## config.mk

```make
export PLATFORM = sky130hd
export DESIGN_NAME = decode_stage
export DESIGN_NICKNAME = d
export VERILOG_FILES = /design/src/logic/decode_pkg.sv /design/src/logic/special_decode.sv /design/src/logic/branch_decode.sv /design/src/logic/imm_decode.sv /design/src/logic/main_decode.sv /design/src/logic/decode_stage.sv
export SDC_FILE = /design/constraint.sdc
export NUM_CORES = 1
export LEC_CHECK = 0
export ABC_CLOCK_PERIOD_IN_PS = 1250
export BUFFER_PORTS_ARGS = -buffer_cell sky130_fd_sc_hd__buf_2
export CAP_MARGIN = 15
export CORE_MARGIN = 5
export CORE_UTILIZATION = 37
export DETAILED_ROUTE_END_ITERATION = 7
export MAX_ROUTING_LAYER = met4
export PLACE_DENSITY = 0.56
export SKIP_LAST_GASP = 1
export SYNTH_ARGS = -nofsm -noshare
export SYNTH_HDL_FRONTEND = slang
export SYNTH_HIERARCHICAL = 1
export SYNTH_SLANG_ARGS = --single-unit
```

## constraint.sdc

```tcl
create_clock -name clk -period 1.25 [get_ports clk]
set_input_delay 0.0625 -clock clk [delete_from_list [all_inputs] [get_ports clk]]
set_output_delay 0.0625 -clock clk [all_outputs]
set_load 0.05 [all_outputs]
```

## src/logic/decode_pkg.sv

```systemverilog
`default_nettype none

package decode_pkg;

    // ====================================================================
    // Instruction fields
    typedef logic [31:0] word_t;
    typedef logic [4:0]  reg_addr_t;
    typedef logic [5:0]  opcode_t;
    typedef logic [5:0]  func_t;

    localparam reg_addr_t LINK_REG = 5'd31;

    // ====================================================================
    // Primary opcodes
    localparam opcode_t OP_SPECIAL = 6'b000000;
    localparam opcode_t OP_REGIMM  = 6'b000001;
    localparam opcode_t OP_J       = 6'b000010;
    localparam opcode_t OP_JAL     = 6'b000011;
    localparam opcode_t OP_BEQ     = 6'b000100;
    localparam opcode_t OP_BNE     = 6'b000101;
    localparam opcode_t OP_BLEZ    = 6'b000110;
    localparam opcode_t OP_BGTZ    = 6'b000111;
    localparam opcode_t OP_ADDI    = 6'b001000;
    localparam opcode_t OP_ADDIU   = 6'b001001;
    localparam opcode_t OP_SLTI    = 6'b001010;
    localparam opcode_t OP_SLTIU   = 6'b001011;
    localparam opcode_t OP_ANDI    = 6'b001100;
    localparam opcode_t OP_ORI     = 6'b001101;
    localparam opcode_t OP_XORI    = 6'b001110;
    localparam opcode_t OP_LUI     = 6'b001111;
    localparam opcode_t OP_LB      = 6'b100000;
    localparam opcode_t OP_LH      = 6'b100001;
    localparam opcode_t OP_LWL     = 6'b100010;
    localparam opcode_t OP_LW      = 6'b100011;
    localparam opcode_t OP_LBU     = 6'b100100;
    localparam opcode_t OP_LHU     = 6'b100101;
    localparam opcode_t OP_LWR     = 6'b100110;
    localparam opcode_t OP_SB      = 6'b101000;
    localparam opcode_t OP_SH      = 6'b101001;
    localparam opcode_t OP_SWL     = 6'b101010;
    localparam opcode_t OP_SW      = 6'b101011;
    localparam opcode_t OP_SWR     = 6'b101110;

    // R-type function codes.
    localparam func_t F_SLL  = 6'b000000;
    localparam func_t F_SRL  = 6'b000010;
    localparam func_t F_SRA  = 6'b000011;
    localparam func_t F_SLLV = 6'b000100;
    localparam func_t F_SRLV = 6'b000110;
    localparam func_t F_SRAV = 6'b000111;
    localparam func_t F_JR   = 6'b001000;
    localparam func_t F_JALR = 6'b001001;
    localparam func_t F_MOVZ = 6'b001010;
    localparam func_t F_MOVN = 6'b001011;
    localparam func_t F_SYNC = 6'b001111;
    localparam func_t F_ADD  = 6'b100000;
    localparam func_t F_ADDU = 6'b100001;
    localparam func_t F_SUB  = 6'b100010;
    localparam func_t F_SUBU = 6'b100011;
    localparam func_t F_AND  = 6'b100100;
    localparam func_t F_OR   = 6'b100101;
    localparam func_t F_XOR  = 6'b100110;
    localparam func_t F_NOR  = 6'b100111;
    localparam func_t F_SLT  = 6'b101010;
    localparam func_t F_SLTU = 6'b101011;

    // REGIMM sub-codes, carried in rt.
    localparam reg_addr_t B_BLTZ   = 5'b00000;
    localparam reg_addr_t B_BGEZ   = 5'b00001;
    localparam reg_addr_t B_BLTZAL = 5'b10000;
    localparam reg_addr_t B_BGEZAL = 5'b10001;

    // ====================================================================
    // Code sets
    typedef enum logic [4:0] {
        ALU_ADD, ALU_ADDU, ALU_SUB, ALU_SUBU, ALU_SLT, ALU_SLTU,
        ALU_AND, ALU_OR, ALU_XOR, ALU_NOR, ALU_SLL, ALU_SRL, ALU_SRA,
        ALU_LUI, ALU_PASSA, ALU_MOVZ, ALU_MOVN
    } alu_func_t;

    typedef enum logic {REGB, IMM} alu_src_t;

    typedef enum logic [2:0] {T_BEQ, T_BNE, T_BGEZ, T_BLTZ, T_BGTZ, T_BLEZ} branch_type_t;

    typedef enum logic [5:0] {
        NOP, ADD, ADDU, SUB, SUBU, SLT, SLTU, AND, OR, XOR, NOR,
        SLL, SRL, SRA, SLLV, SRLV, SRAV, MOVZ, MOVN, LUI, JR, JALR,
        BEQ, BNE, BGEZ, BLTZ, BGEZAL, BLTZAL, BGTZ, BLEZ, J, JAL,
        LB, LBU, LH, LHU, LW, LWL, LWR, SB, SH, SW, SWL, SWR,
        RESERVED
    } decoded_op_t;                                  // NOP is the all-zero code.

    typedef enum logic [1:0] {SPECIAL, BRANCH, IMMEDIATE, NONE} op_group_t;

    typedef struct packed {
        alu_func_t    alufunc;
        alu_src_t     alusrc;
        logic         regwrite;
        logic         memtoreg;
        logic         memwrite;
        logic         zeroext;                       // Zero-extend the immediate.
        logic         shamt_valid;                   // Shift amount from instr[10:6].
        logic         branch;
        branch_type_t branch_type;
        logic         jump;
        logic         jr;                            // Jump target from rs.
        logic         is_link;
    } control_t;

    typedef struct packed {
        decoded_op_t op;
        control_t    ctl;
        reg_addr_t   srca;
        reg_addr_t   srcb;
        reg_addr_t   dest;
        logic        reserved;
    } decode_t;

    function automatic decode_t reserved_dec();
        decode_t d;
        d = '0;
        d.op = RESERVED;
        d.ctl.alufunc = ALU_PASSA;
        d.reserved = 1'b1;
        return d;
    endfunction

    // Return address goes to r31.
    function automatic decode_t with_link(input decode_t d);
        d.ctl.regwrite = 1'b1;
        d.ctl.is_link = 1'b1;
        d.dest = LINK_REG;
        return d;
    endfunction

endpackage

`default_nettype wire

```

## src/logic/special_decode.sv

```systemverilog
`timescale 1ns/1ps
`default_nettype none

module special_decode import decode_pkg::*; (
    input  reg_addr_t rs,
    input  reg_addr_t rt,
    input  reg_addr_t rd,
    input  func_t     func,
    output decode_t   result
);

    function automatic decode_t alu_rec(input decoded_op_t op, input alu_func_t fn,
                                        input reg_addr_t a, input reg_addr_t b,
                                        input reg_addr_t d, input logic fixed);
        decode_t r;
        r = '0;
        r.op = op;
        r.ctl.alufunc = fn;
        r.ctl.alusrc = REGB;
        r.ctl.regwrite = 1'b1;
        r.ctl.shamt_valid = fixed;
        r.srca = fixed ? 5'd0 : a;                   // Fixed shifts take shamt, not rs.
        r.srcb = b;
        r.dest = d;
        return r;
    endfunction

    always_comb begin
        result = '0;
        case (func)
            F_ADD:  result = alu_rec(ADD, ALU_ADD, rs, rt, rd, 1'b0);
            F_ADDU: result = alu_rec(ADDU, ALU_ADDU, rs, rt, rd, 1'b0);
            F_SUB:  result = alu_rec(SUB, ALU_SUB, rs, rt, rd, 1'b0);
            F_SUBU: result = alu_rec(SUBU, ALU_SUBU, rs, rt, rd, 1'b0);
            F_SLT:  result = alu_rec(SLT, ALU_SLT, rs, rt, rd, 1'b0);
            F_SLTU: result = alu_rec(SLTU, ALU_SLTU, rs, rt, rd, 1'b0);
            F_AND:  result = alu_rec(AND, ALU_AND, rs, rt, rd, 1'b0);
            F_OR:   result = alu_rec(OR, ALU_OR, rs, rt, rd, 1'b0);
            F_XOR:  result = alu_rec(XOR, ALU_XOR, rs, rt, rd, 1'b0);
            F_NOR:  result = alu_rec(NOR, ALU_NOR, rs, rt, rd, 1'b0);
            F_SLLV: result = alu_rec(SLLV, ALU_SLL, rs, rt, rd, 1'b0);
            F_SRLV: result = alu_rec(SRLV, ALU_SRL, rs, rt, rd, 1'b0);
            F_SRAV: result = alu_rec(SRAV, ALU_SRA, rs, rt, rd, 1'b0);
            F_SLL:  result = alu_rec(SLL, ALU_SLL, rs, rt, rd, 1'b1);
            F_SRL:  result = alu_rec(SRL, ALU_SRL, rs, rt, rd, 1'b1);
            F_SRA:  result = alu_rec(SRA, ALU_SRA, rs, rt, rd, 1'b1);
            F_MOVZ: result = alu_rec(MOVZ, ALU_MOVZ, rs, rt, rd, 1'b0);
            F_MOVN: result = alu_rec(MOVN, ALU_MOVN, rs, rt, rd, 1'b0);
            F_JR, F_JALR: begin
                result.op = JR;
                result.ctl.alufunc = ALU_PASSA;
                result.ctl.jump = 1'b1;
                result.ctl.jr = 1'b1;
                result.srca = rs;
                if (func == F_JALR) begin
                    result = with_link(result);
                    result.op = JALR;
                end
            end
            F_SYNC: result.op = NOP;                 // No ordering needed in-order.
            default: result = reserved_dec();
        endcase
    end

endmodule

`default_nettype wire

```

## src/logic/branch_decode.sv

```systemverilog
`timescale 1ns/1ps
`default_nettype none

module branch_decode import decode_pkg::*; (
    input  opcode_t   opcode,
    input  reg_addr_t rs,
    input  reg_addr_t rt,
    output decode_t   result
);

    function automatic decode_t branch_rec(input decoded_op_t op, input branch_type_t bt,
                                           input reg_addr_t a, input reg_addr_t b);
        decode_t r;
        r = '0;
        r.op = op;
        r.ctl.branch = 1'b1;
        r.ctl.branch_type = bt;
        r.srca = a;
        r.srcb = b;
        return r;
    endfunction

    always_comb begin
        result = '0;
        case (opcode)
            OP_BEQ:  result = branch_rec(BEQ, T_BEQ, rs, rt);
            OP_BNE:  result = branch_rec(BNE, T_BNE, rs, rt);
            OP_BGTZ: result = branch_rec(BGTZ, T_BGTZ, rs, 5'd0);
            OP_BLEZ: result = branch_rec(BLEZ, T_BLEZ, rs, 5'd0);
            OP_REGIMM: begin
                case (rt)                            // Sub-code sits in the rt field.
                    B_BLTZ:   result = branch_rec(BLTZ, T_BLTZ, rs, 5'd0);
                    B_BGEZ:   result = branch_rec(BGEZ, T_BGEZ, rs, 5'd0);
                    B_BLTZAL: result = with_link(branch_rec(BLTZAL, T_BLTZ, rs, 5'd0));
                    B_BGEZAL: result = with_link(branch_rec(BGEZAL, T_BGEZ, rs, 5'd0));
                    default:  result = reserved_dec();
                endcase
            end
            OP_J, OP_JAL: begin
                result.op = J;
                result.ctl.jump = 1'b1;              // Target from instr[25:0].
                if (opcode == OP_JAL) begin
                    result = with_link(result);
                    result.op = JAL;
                end
            end
            default: result = reserved_dec();
        endcase
    end

endmodule

`default_nettype wire

```

## src/logic/imm_decode.sv

```systemverilog
`timescale 1ns/1ps
`default_nettype none

module imm_decode import decode_pkg::*; (
    input  opcode_t   opcode,
    input  reg_addr_t rs,
    input  reg_addr_t rt,
    output decode_t   result
);

    function automatic decode_t alu_imm(input decoded_op_t op, input alu_func_t fn,
                                        input reg_addr_t a, input reg_addr_t d,
                                        input logic zext);
        decode_t r;
        r = '0;
        r.op = op;
        r.ctl.alufunc = fn;
        r.ctl.alusrc = IMM;
        r.ctl.regwrite = 1'b1;
        r.ctl.zeroext = zext;
        r.srca = a;
        r.dest = d;
        return r;
    endfunction

    // Address is rs plus the sign-extended offset.
    function automatic decode_t mem_rec(input decoded_op_t op, input logic store,
                                        input reg_addr_t a, input reg_addr_t b);
        decode_t r;
        r = '0;
        r.op = op;
        r.ctl.alufunc = ALU_ADD;
        r.ctl.alusrc = IMM;
        r.ctl.regwrite = !store;
        r.ctl.memtoreg = !store;
        r.ctl.memwrite = store;
        r.srca = a;
        r.srcb = store ? b : 5'd0;                   // Store data comes from rt.
        r.dest = store ? 5'd0 : b;
        return r;
    endfunction

    always_comb begin
        case (opcode)
            OP_ADDI:  result = alu_imm(ADD, ALU_ADD, rs, rt, 1'b0);
            OP_ADDIU: result = alu_imm(ADDU, ALU_ADDU, rs, rt, 1'b0);
            OP_SLTI:  result = alu_imm(SLT, ALU_SLT, rs, rt, 1'b0);
            OP_SLTIU: result = alu_imm(SLTU, ALU_SLTU, rs, rt, 1'b0);
            OP_ANDI:  result = alu_imm(AND, ALU_AND, rs, rt, 1'b1);
            OP_ORI:   result = alu_imm(OR, ALU_OR, rs, rt, 1'b1);
            OP_XORI:  result = alu_imm(XOR, ALU_XOR, rs, rt, 1'b1);
            OP_LUI:   result = alu_imm(LUI, ALU_LUI, 5'd0, rt, 1'b0);
            OP_LB:    result = mem_rec(LB, 1'b0, rs, rt);
            OP_LBU:   result = mem_rec(LBU, 1'b0, rs, rt);
            OP_LH:    result = mem_rec(LH, 1'b0, rs, rt);
            OP_LHU:   result = mem_rec(LHU, 1'b0, rs, rt);
            OP_LW:    result = mem_rec(LW, 1'b0, rs, rt);
            OP_LWL:   result = mem_rec(LWL, 1'b0, rs, rt);
            OP_LWR:   result = mem_rec(LWR, 1'b0, rs, rt);
            OP_SB:    result = mem_rec(SB, 1'b1, rs, rt);
            OP_SH:    result = mem_rec(SH, 1'b1, rs, rt);
            OP_SW:    result = mem_rec(SW, 1'b1, rs, rt);
            OP_SWL:   result = mem_rec(SWL, 1'b1, rs, rt);
            OP_SWR:   result = mem_rec(SWR, 1'b1, rs, rt);
            default:  result = reserved_dec();
        endcase
    end

endmodule

`default_nettype wire

```

## src/logic/main_decode.sv

```systemverilog
`timescale 1ns/1ps
`default_nettype none

module main_decode import decode_pkg::*; (
    input  word_t   instr,
    output decode_t dec
);

    opcode_t   opcode;
    reg_addr_t rs;
    reg_addr_t rt;
    reg_addr_t rd;
    func_t     func;
    op_group_t group;
    decode_t   special_dec;
    decode_t   branch_dec;
    decode_t   imm_dec;

    assign opcode = instr[31:26];
    assign rs     = instr[25:21];
    assign rt     = instr[20:16];
    assign rd     = instr[15:11];
    assign func   = instr[5:0];

    special_decode special_i (.rs(rs), .rt(rt), .rd(rd), .func(func), .result(special_dec));

    branch_decode branch_i (.opcode(opcode), .rs(rs), .rt(rt), .result(branch_dec));

    imm_decode imm_i (.opcode(opcode), .rs(rs), .rt(rt), .result(imm_dec));

    // ====================================================================
    // Group by opcode row; holes inside a row are flagged by the sub-decoder
    always_comb begin
        casez (opcode)
            OP_SPECIAL: group = SPECIAL;
            6'b000???:  group = BRANCH;              // REGIMM, jumps and branches.
            6'b001???:  group = IMMEDIATE;
            6'b10????:  group = IMMEDIATE;           // Loads and stores.
            default:    group = NONE;
        endcase
    end

    always_comb begin
        case (group)
            SPECIAL:   dec = special_dec;
            BRANCH:    dec = branch_dec;
            IMMEDIATE: dec = imm_dec;
            default:   dec = reserved_dec();
        endcase
    end

endmodule

`default_nettype wire

```

## src/logic/decode_stage.sv

```systemverilog
`timescale 1ns/1ps
`default_nettype none

module decode_stage import decode_pkg::*; (
    input  logic    clk,
    input  logic    rst_n,
    input  logic    in_valid,
    input  word_t   instr,
    output logic    out_valid,
    output decode_t dec
);

    decode_t dec_comb;

    main_decode decoder_i (
        .instr(instr),
        .dec  (dec_comb)
    );

    // ====================================================================
    // ID/EX register
    always_ff @(posedge clk or negedge rst_n) begin
        if (!rst_n) begin
            out_valid <= 1'b0;
            dec       <= '0;
        end else begin
            out_valid <= in_valid;
            if (in_valid) begin
                dec <= dec_comb;                     // Holds between strobes.
            end
        end
    end

endmodule

`default_nettype wire

```

==> metrics.md, run 1 <==
| Metric | Value |
|---|---|
| Status | `finished, violations left` |
| Failing checks | `negative setup slack` |
| Number of I/O port buffers | `70` |
| Category of the worst setup path capture point | `flop` |
| Width of the die | `117 um` |
| Max cap viols | `0` |
| PnR Total Power | `5190 uW` |
| Commonest non-fill, non-tap cells in the layout | `104 x sky130_fd_sc_hd__buf_4, 60 x sky130_fd_sc_hd__buf_2, 54 x sky130_fd_sc_hd__nor3_1, 43 x sky130_fd_sc_hd__nor2_1, 41 x sky130_fd_sc_hd__dfrtp_1` |
| TritonRoute pass-1 iters | `4` |
| Count of pins over their slew limit | `0` |
| Ant. Diodes | `0` |
| Effective utilization at floorplan | `37.4%` |
| Path type of the worst min-delay path | `in -> reg` |
| Clock Skew | `0 ns` |
| Setup repair after global routing missed its margin | `true` |
| Clock insertion delay at the later pin of the skew report | `0.30 ns` |
| Final net count | `722` |
| Routability-driven placement congestion ratio | `0.936` |
| I/O pin cnt | `76` |
| Floorplan die area | `13700 um2` |
| DPL Wire Length | `9.92 mm` |
| Vias in the first global route | `4461` |
| Clock tree from TritonCTS | `yes` |
| Count of mapped cells out of synthesis | `545` |
| Antenna violations before repair | `0` |
| Worst-path maximum fanout | `8` |
| Number of distinct library cell variants in the gate-level netlist after synthesis | `65` |
| Total overflow reported by the global router | `0` |
| DRT iter0 DRCs | `275` |
| Minimum clock period | `1.38 ns` |
| GRT Util Overall | `22.5%` |
| Top_reg_cell synth | `sky130_fd_sc_hd__dfrtp_1` |
| Register area share after synthesis | `24.1%` |
| Fraction of final layout cells sized beyond drive strength 1 | `51.7%` |
| Mapped Avg Cell Area | `7.81 um2` |
| Buffer cell driving the clock tree root | `sky130_fd_sc_hd__clkbuf_16` |
| IR Drop Worst-Case VDD | `627 uV` |
| CTS clock-pin slew for the worst setup and hold paths | `0.06 ns` |
| Total instance count after detailed placement | `800` |
| Total via count after detailed routing | `4499` |
| Vias/cell | `5.41` |
| Leakage power total | `0.00293 uW` |
| FFs w/ async S/R, synth | `100%` |
| Final period utilization | `110%` |
| Signal arrival time at the worst endpoint | `1.56 ns` |
| Y dimension of the die | `117 um` |
| Syn Std Cell Area | `4260 um2` |
| Deepest clock path buffer count | `2` |
| Final hold viol count | `0` |
| Highest achievable clock rate | `725 MHz` |
| H-tree depth | `2` |
| Hold_ws | `0.150 ns` |
| Clock sinks | `41` |
| Avg WL per Cell | `17.7 um` |
| Synth Register Bits | `41` |
| Category of the most critical setup path | `in -> reg` |
| Largest net degree at the start of global routing | `42` |
| Final setup slack of the worst path | `-0.129 ns` |
| DRC viols | `0` |
| Yosys warning count | `6` |
| Remaining antenna violation count | `0` |
| CTS Buf Count | `5` |
| Final setup violation count | `39` |
| Power density over the cells | `779 nW/um2` |
| Total wire length after detailed routing | `14.8 mm` |
| Data required time of the critical path | `1.43 ns` |
| Std-Cell Rows | `39` |
| Synth-to-Final Area Change | `56.5%` |
| Final instance count without filler cells | `831` |
| EDFF count, synth | `0` |
| Setup crit start kind | `input port` |
| Wire length of the first global-routing pass | `23.5 mm` |
| Worst slack after detailed placement | `-0.648 ns` |
| Core Footprint | `11400 um2` |
| Most common cell after layout, fill and taps aside | `sky130_fd_sc_hd__buf_4` |
-- cell families (layout without fill, tap and decap cells) --
kind of cell / after synthesis / after routing / share of synthesized area, %
buffers and inverters: 103 / 224 / 14.7
adder cells (fa/ha/maj): 1 / 1 / 0.235
other: 3 / 25 / 0.265
flip-flops: 41 / 41 / 24.1
AND/OR/NAND/NOR: 287 / 287 / 37.1
multiplexers: 42 / 42 / 11.1
XOR/XNOR: 5 / 5 / 1.21
AO/OA/AOI/OAI: 63 / 63 / 11.3
-- registers in the layout, indices dropped and copies added, names as in the netlist --
signal / flops
dec: 40
out_valid: 1
-- worst paths after layout --
check	cells after the start	slack, ns	endpoint	start
max	7	-0.13	dec[39]$_DFFE_PN0P_	instr[27]
min	2	0.15	out_valid$_DFF_PN0_	in_valid
max reg2reg	1	0.46	dec[16]$_DFFE_PN0P_	dec[16]$_DFFE_PN0P_
min reg2reg	1	0.50	dec[12]$_DFFE_PN0P_	dec[12]$_DFFE_PN0P_
max in group asynchronous	3	0.76	dec[0]$_DFFE_PN0P_	rst_n
min in group asynchronous	3	0.26	dec[11]$_DFFE_PN0P_	rst_n
-- critical path: stages --
cell                     delay [ns]
sky130_fd_sc_hd__buf_12        0.12
sky130_fd_sc_hd__or3_4         0.47
sky130_fd_sc_hd__buf_12        0.17
sky130_fd_sc_hd__buf_16        0.13
sky130_fd_sc_hd__nor4_4        0.25
sky130_fd_sc_hd__nor3_1        0.09
sky130_fd_sc_hd__mux2_2        0.27
-- layer usage --
metal / routed length, um / up-vias / GRT usage (%) / part of all wire, %
li1: - / 2203 / - / -
met2: 7070 / 114 / 35.4 / 48
met1: 6830 / 2165 / 30.3 / 46
met4: 183 / 0 / 6.42 / 1.2
met5: 0 / - / - / 0
met3: 661 / 17 / 3.14 / 4.5
-- cells in the mapped netlist (all sizes together), types with 10 or more instances --
library cell | count | share of area, %
mux2 | 40 | 11
and3 | 15 | 2.2
clkbuf | 20 | 1.8
nand2 | 12 | 1.1
inv | 10 | 0.88
buf | 72 | 12
a21oi | 10 | 1.3
o21ai | 14 | 2.0
nor4 | 49 | 7.2
nor3 | 90 | 11
and2 | 23 | 3.4
nor2 | 50 | 4.4
dfrtp | 41 | 24
-- cell type report --
cell class	count	area, um2
timing repair buffer	205	1830
inverter	11	41.3
multi-input combinational	423	3410
clock inverter	3	46.3
tap	143	179
sequential	41	1030
clock buffer	5	125
fill	1023	4710
-- what timing repair did --
action / in CTS / in global routing
endpoints found under the hold margin: 41 / 0
pin swaps: 29 / 28
hold buffers: 1 / 0
gates cloned: 4 / 2
gates resized for setup: 69 / 58
setup buffers: 9 / 7
setup endpoints to repair: 40 / 40
-- report_power, final --
part           switching, uW  internal (uW)  total [uW]
Sequential              56.9           1430        1490
Combinational           1260            893        2160
Clock                    595            946        1540
Total                   1910           3270        5190
-- through the flow --
stage | util [%] | setup TNS [ns] | area, um2
4_1_cts | 55.1 | -2.08 | 6260
3_3_place_gp | 48.9 | -18.54 | 5560
2_1_floorplan | - | -5.00 | 4680
5_1_grt | 58.6 | -4.46 | 6660
3_5_place_dp | 48.9 | -18.98 | 5560
6_report | 58.6 | -2.21 | 6660
Power figures use the tool's default switching activity.
==> run 2: changes to the inputs <==
--- a/config.mk
+++ b/config.mk
@@ -9,10 +9,11 @@
 export BUFFER_PORTS_ARGS = -buffer_cell sky130_fd_sc_hd__buf_2
 export CAP_MARGIN = 15
 export CORE_MARGIN = 5
-export CORE_UTILIZATION = 37
+export CORE_UTILIZATION = 50
 export DETAILED_ROUTE_END_ITERATION = 7
 export MAX_ROUTING_LAYER = met4
-export PLACE_DENSITY = 0.56
+export PLACE_DENSITY = 0.72
+export RECOVER_POWER = 50
 export SKIP_LAST_GASP = 1
 export SYNTH_ARGS = -nofsm -noshare
 export SYNTH_HDL_FRONTEND = slang
==> run 2 against run 1 <==
Against the previous run:
- setup slack lost 0.17 ns
- non-clock buffer count grew 26
- the flow still finishes with violations (negative setup slack)
- clock power shrank 23%
- critical path type unchanged
==> metrics.md, run 2 (synthesis gave the netlist of run 1 again) <==
| Metric | Value |
|---|---|
| Status | `finished, violations left` |
| Failing checks | `negative setup slack` |
| Switching Fraction | `39.8%` |
| Fraction of final layout cells sized beyond drive strength 1 | `58.7%` |
| Biggest regs | `dec x40, out_valid x1` |
| Clock tree from TritonCTS | `yes` |
| Total via count after detailed routing | `5194` |
| Number of I/O port buffers | `70` |
| Buffer cell driving the clock tree root | `sky130_fd_sc_hd__clkbuf_8` |
| Minimum clock period | `1.55 ns` |
| Clock sinks | `41` |
| Category of the most critical setup path | `in -> reg` |
| DRC viols | `0` |
| Highest achievable clock rate | `647 MHz` |
| Width of the die | `102 um` |
| Synth-to-Final Area Change | `63.7%` |
| Data required time of the critical path | `1.51 ns` |
| Number of flip-flops under the largest register name | `40` |
| IR Drop Worst-Case VDD | `560 uV` |
| Clock power share | `23.5%` |
| Routability-driven placement congestion ratio | `1.01` |
| Avg WL per Cell | `22.2 um` |
| FF+latch area | `1030 um2` |
| Total overflow reported by the global router | `0` |
| Antenna violations before repair | `0` |
| Switching power total | `2010 uW` |
| Count of pins over their slew limit | `0` |
| Final hold viol count | `0` |
| Fillcell total | `408` |
| Category of the worst setup path capture point | `flop` |
| Most flops, register | `dec` |
| Max cap viols | `0` |
| DRT iter0 DRCs | `520` |
| Depth of the worst register-to-register path | `1` |
| I/O pin cnt | `76` |
| Ant. Diodes | `0` |
| Final period utilization | `124%` |
| Clock Skew | `0 ns` |
| Y dimension of the die | `102 um` |
| Power density over the cells | `724 nW/um2` |
| Final setup slack of the worst path | `-0.296 ns` |
| Vias/cell | `6.34` |
| Signal arrival time at the worst endpoint | `1.80 ns` |
| Setup crit start kind | `input port` |
| Depth of the worst hold-timing path | `2` |
| Wire length of the first global-routing pass | `23.6 mm` |
| H-tree depth | `2` |
| Core Footprint | `8260 um2` |
| Vias in the first global route | `4712` |
| CTS Buf Count | `5` |
| Clock insertion delay at the later pin of the skew report | `0.31 ns` |
| Worst-path maximum fanout | `5` |
| Effective utilization at floorplan | `51.5%` |
| Std-Cell Rows | `33` |
| Path type of the worst min-delay path | `in -> reg` |
| CTS clock-pin slew for the worst setup and hold paths | `0.09 ns` |
| Most common cell after layout, fill and taps aside | `sky130_fd_sc_hd__buf_4` |
| Final net count | `748` |
| Floorplan die area | `10500 um2` |
| Deepest clock path buffer count | `2` |
| Internal | `3030 uW` |
| Part of the total power dissipated in sequential elements | `29.7%` |
| Hold_ws | `0.154 ns` |
| Proportion of power drawn by combinational gates | `46.8%` |
| Commonest non-fill, non-tap cells in the layout | `119 x sky130_fd_sc_hd__buf_4, 59 x sky130_fd_sc_hd__buf_2, 43 x sky130_fd_sc_hd__nor2_1, 41 x sky130_fd_sc_hd__dfrtp_1, 35 x sky130_fd_sc_hd__nor3_2` |
| PnR Total Power | `5040 uW` |
| Final setup violation count | `37` |
| GRT Util Overall | `29.2%` |
| Leakage power total | `0.00306 uW` |
| Total wire length after detailed routing | `18.2 mm` |
| Remaining antenna violation count | `0` |
| TritonRoute pass-1 iters | `8` |
| Multi-input gate area | `3690 um2` |
| DPL Wire Length | `9.81 mm` |
| Largest net degree at the start of global routing | `42` |
| Setup repair after global routing missed its margin | `true` |
-- run 2: worst paths after layout --
check                                       to           startpoint  slack, ns
min                        out_valid$_DFF_PN0_             in_valid       0.15
min reg2reg                dec[13]$_DFFE_PN0P_  dec[13]$_DFFE_PN0P_       0.51
max                         dec[3]$_DFFE_PN0P_            instr[31]      -0.30
min in group asynchronous  dec[31]$_DFFE_PN0P_                rst_n       0.22
max reg2reg                 dec[5]$_DFFE_PN0P_   dec[5]$_DFFE_PN0P_       0.43
max in group asynchronous   dec[5]$_DFFE_PN0P_                rst_n       0.53
-- run 2: layout make-up --
| cell class | instances | share of cell area (%) |
|---|---|---|
| tap | 105 | 1.89 |
| sequential | 41 | 14.7 |
| timing repair buffer | 231 | 28.1 |
| multi-input combinational | 423 | 53.0 |
| clock inverter | 2 | 0.539 |
| inverter | 11 | 0.593 |
| clock buffer | 6 | 1.19 |
-- run 2: critical path: stages --
cell,delay (ns)
sky130_fd_sc_hd__buf_12,0.11
sky130_fd_sc_hd__or3_4,0.43
sky130_fd_sc_hd__nor4b_4,0.32
sky130_fd_sc_hd__buf_6,0.19
sky130_fd_sc_hd__nor3_1,0.07
sky130_fd_sc_hd__nor4_1,0.36
sky130_fd_sc_hd__mux2_4,0.24
-- run 2: what timing repair did --
item	4_1_cts	5_1_grt
setup buffers	19	18
resized for setup	100	113
endpoints found under the setup margin	40	40
gates cloned	2	2
pin swaps	36	54
hold endpoints to repair	14	0
hold buffers	1	0
-- run 2: stage by stage --
step           std cells  setup slack [ns]  setup TNS [ns]  instance area [um2]  util [%]
2_1_floorplan        567            -0.299           -5.00                 4680         -
3_3_place_gp         771            -0.547          -17.08                 5490      66.5
3_5_place_dp         771            -0.562          -18.44                 5490      66.5
4_1_cts              800            -0.156           -2.38                 6270      76.0
5_1_grt              819            -0.317           -6.41                 6960      84.3
6_report             819            -0.296           -4.82                 6960      84.3
-- run 2: power groups by stage --
stage	logic (uW)	registers (uW)	clock network (uW)
after floorplan	903	1890	0
after global placement	1800	1510	0
after detailed placement	1830	1510	0
after CTS	2040	1490	1190
after global routing	2460	1510	1230
final	2360	1500	1190
-- run 2: per-layer routing --
metal	vias up	wire, um	share of wire, %	track usage (%)
li1	2233	-	-	-
met1	2470	6810	37	36.6
met2	370	8620	47	47.7
met3	121	1670	9.2	4.51
met4	0	1090	6.0	10.6
met5	-	0	0	-
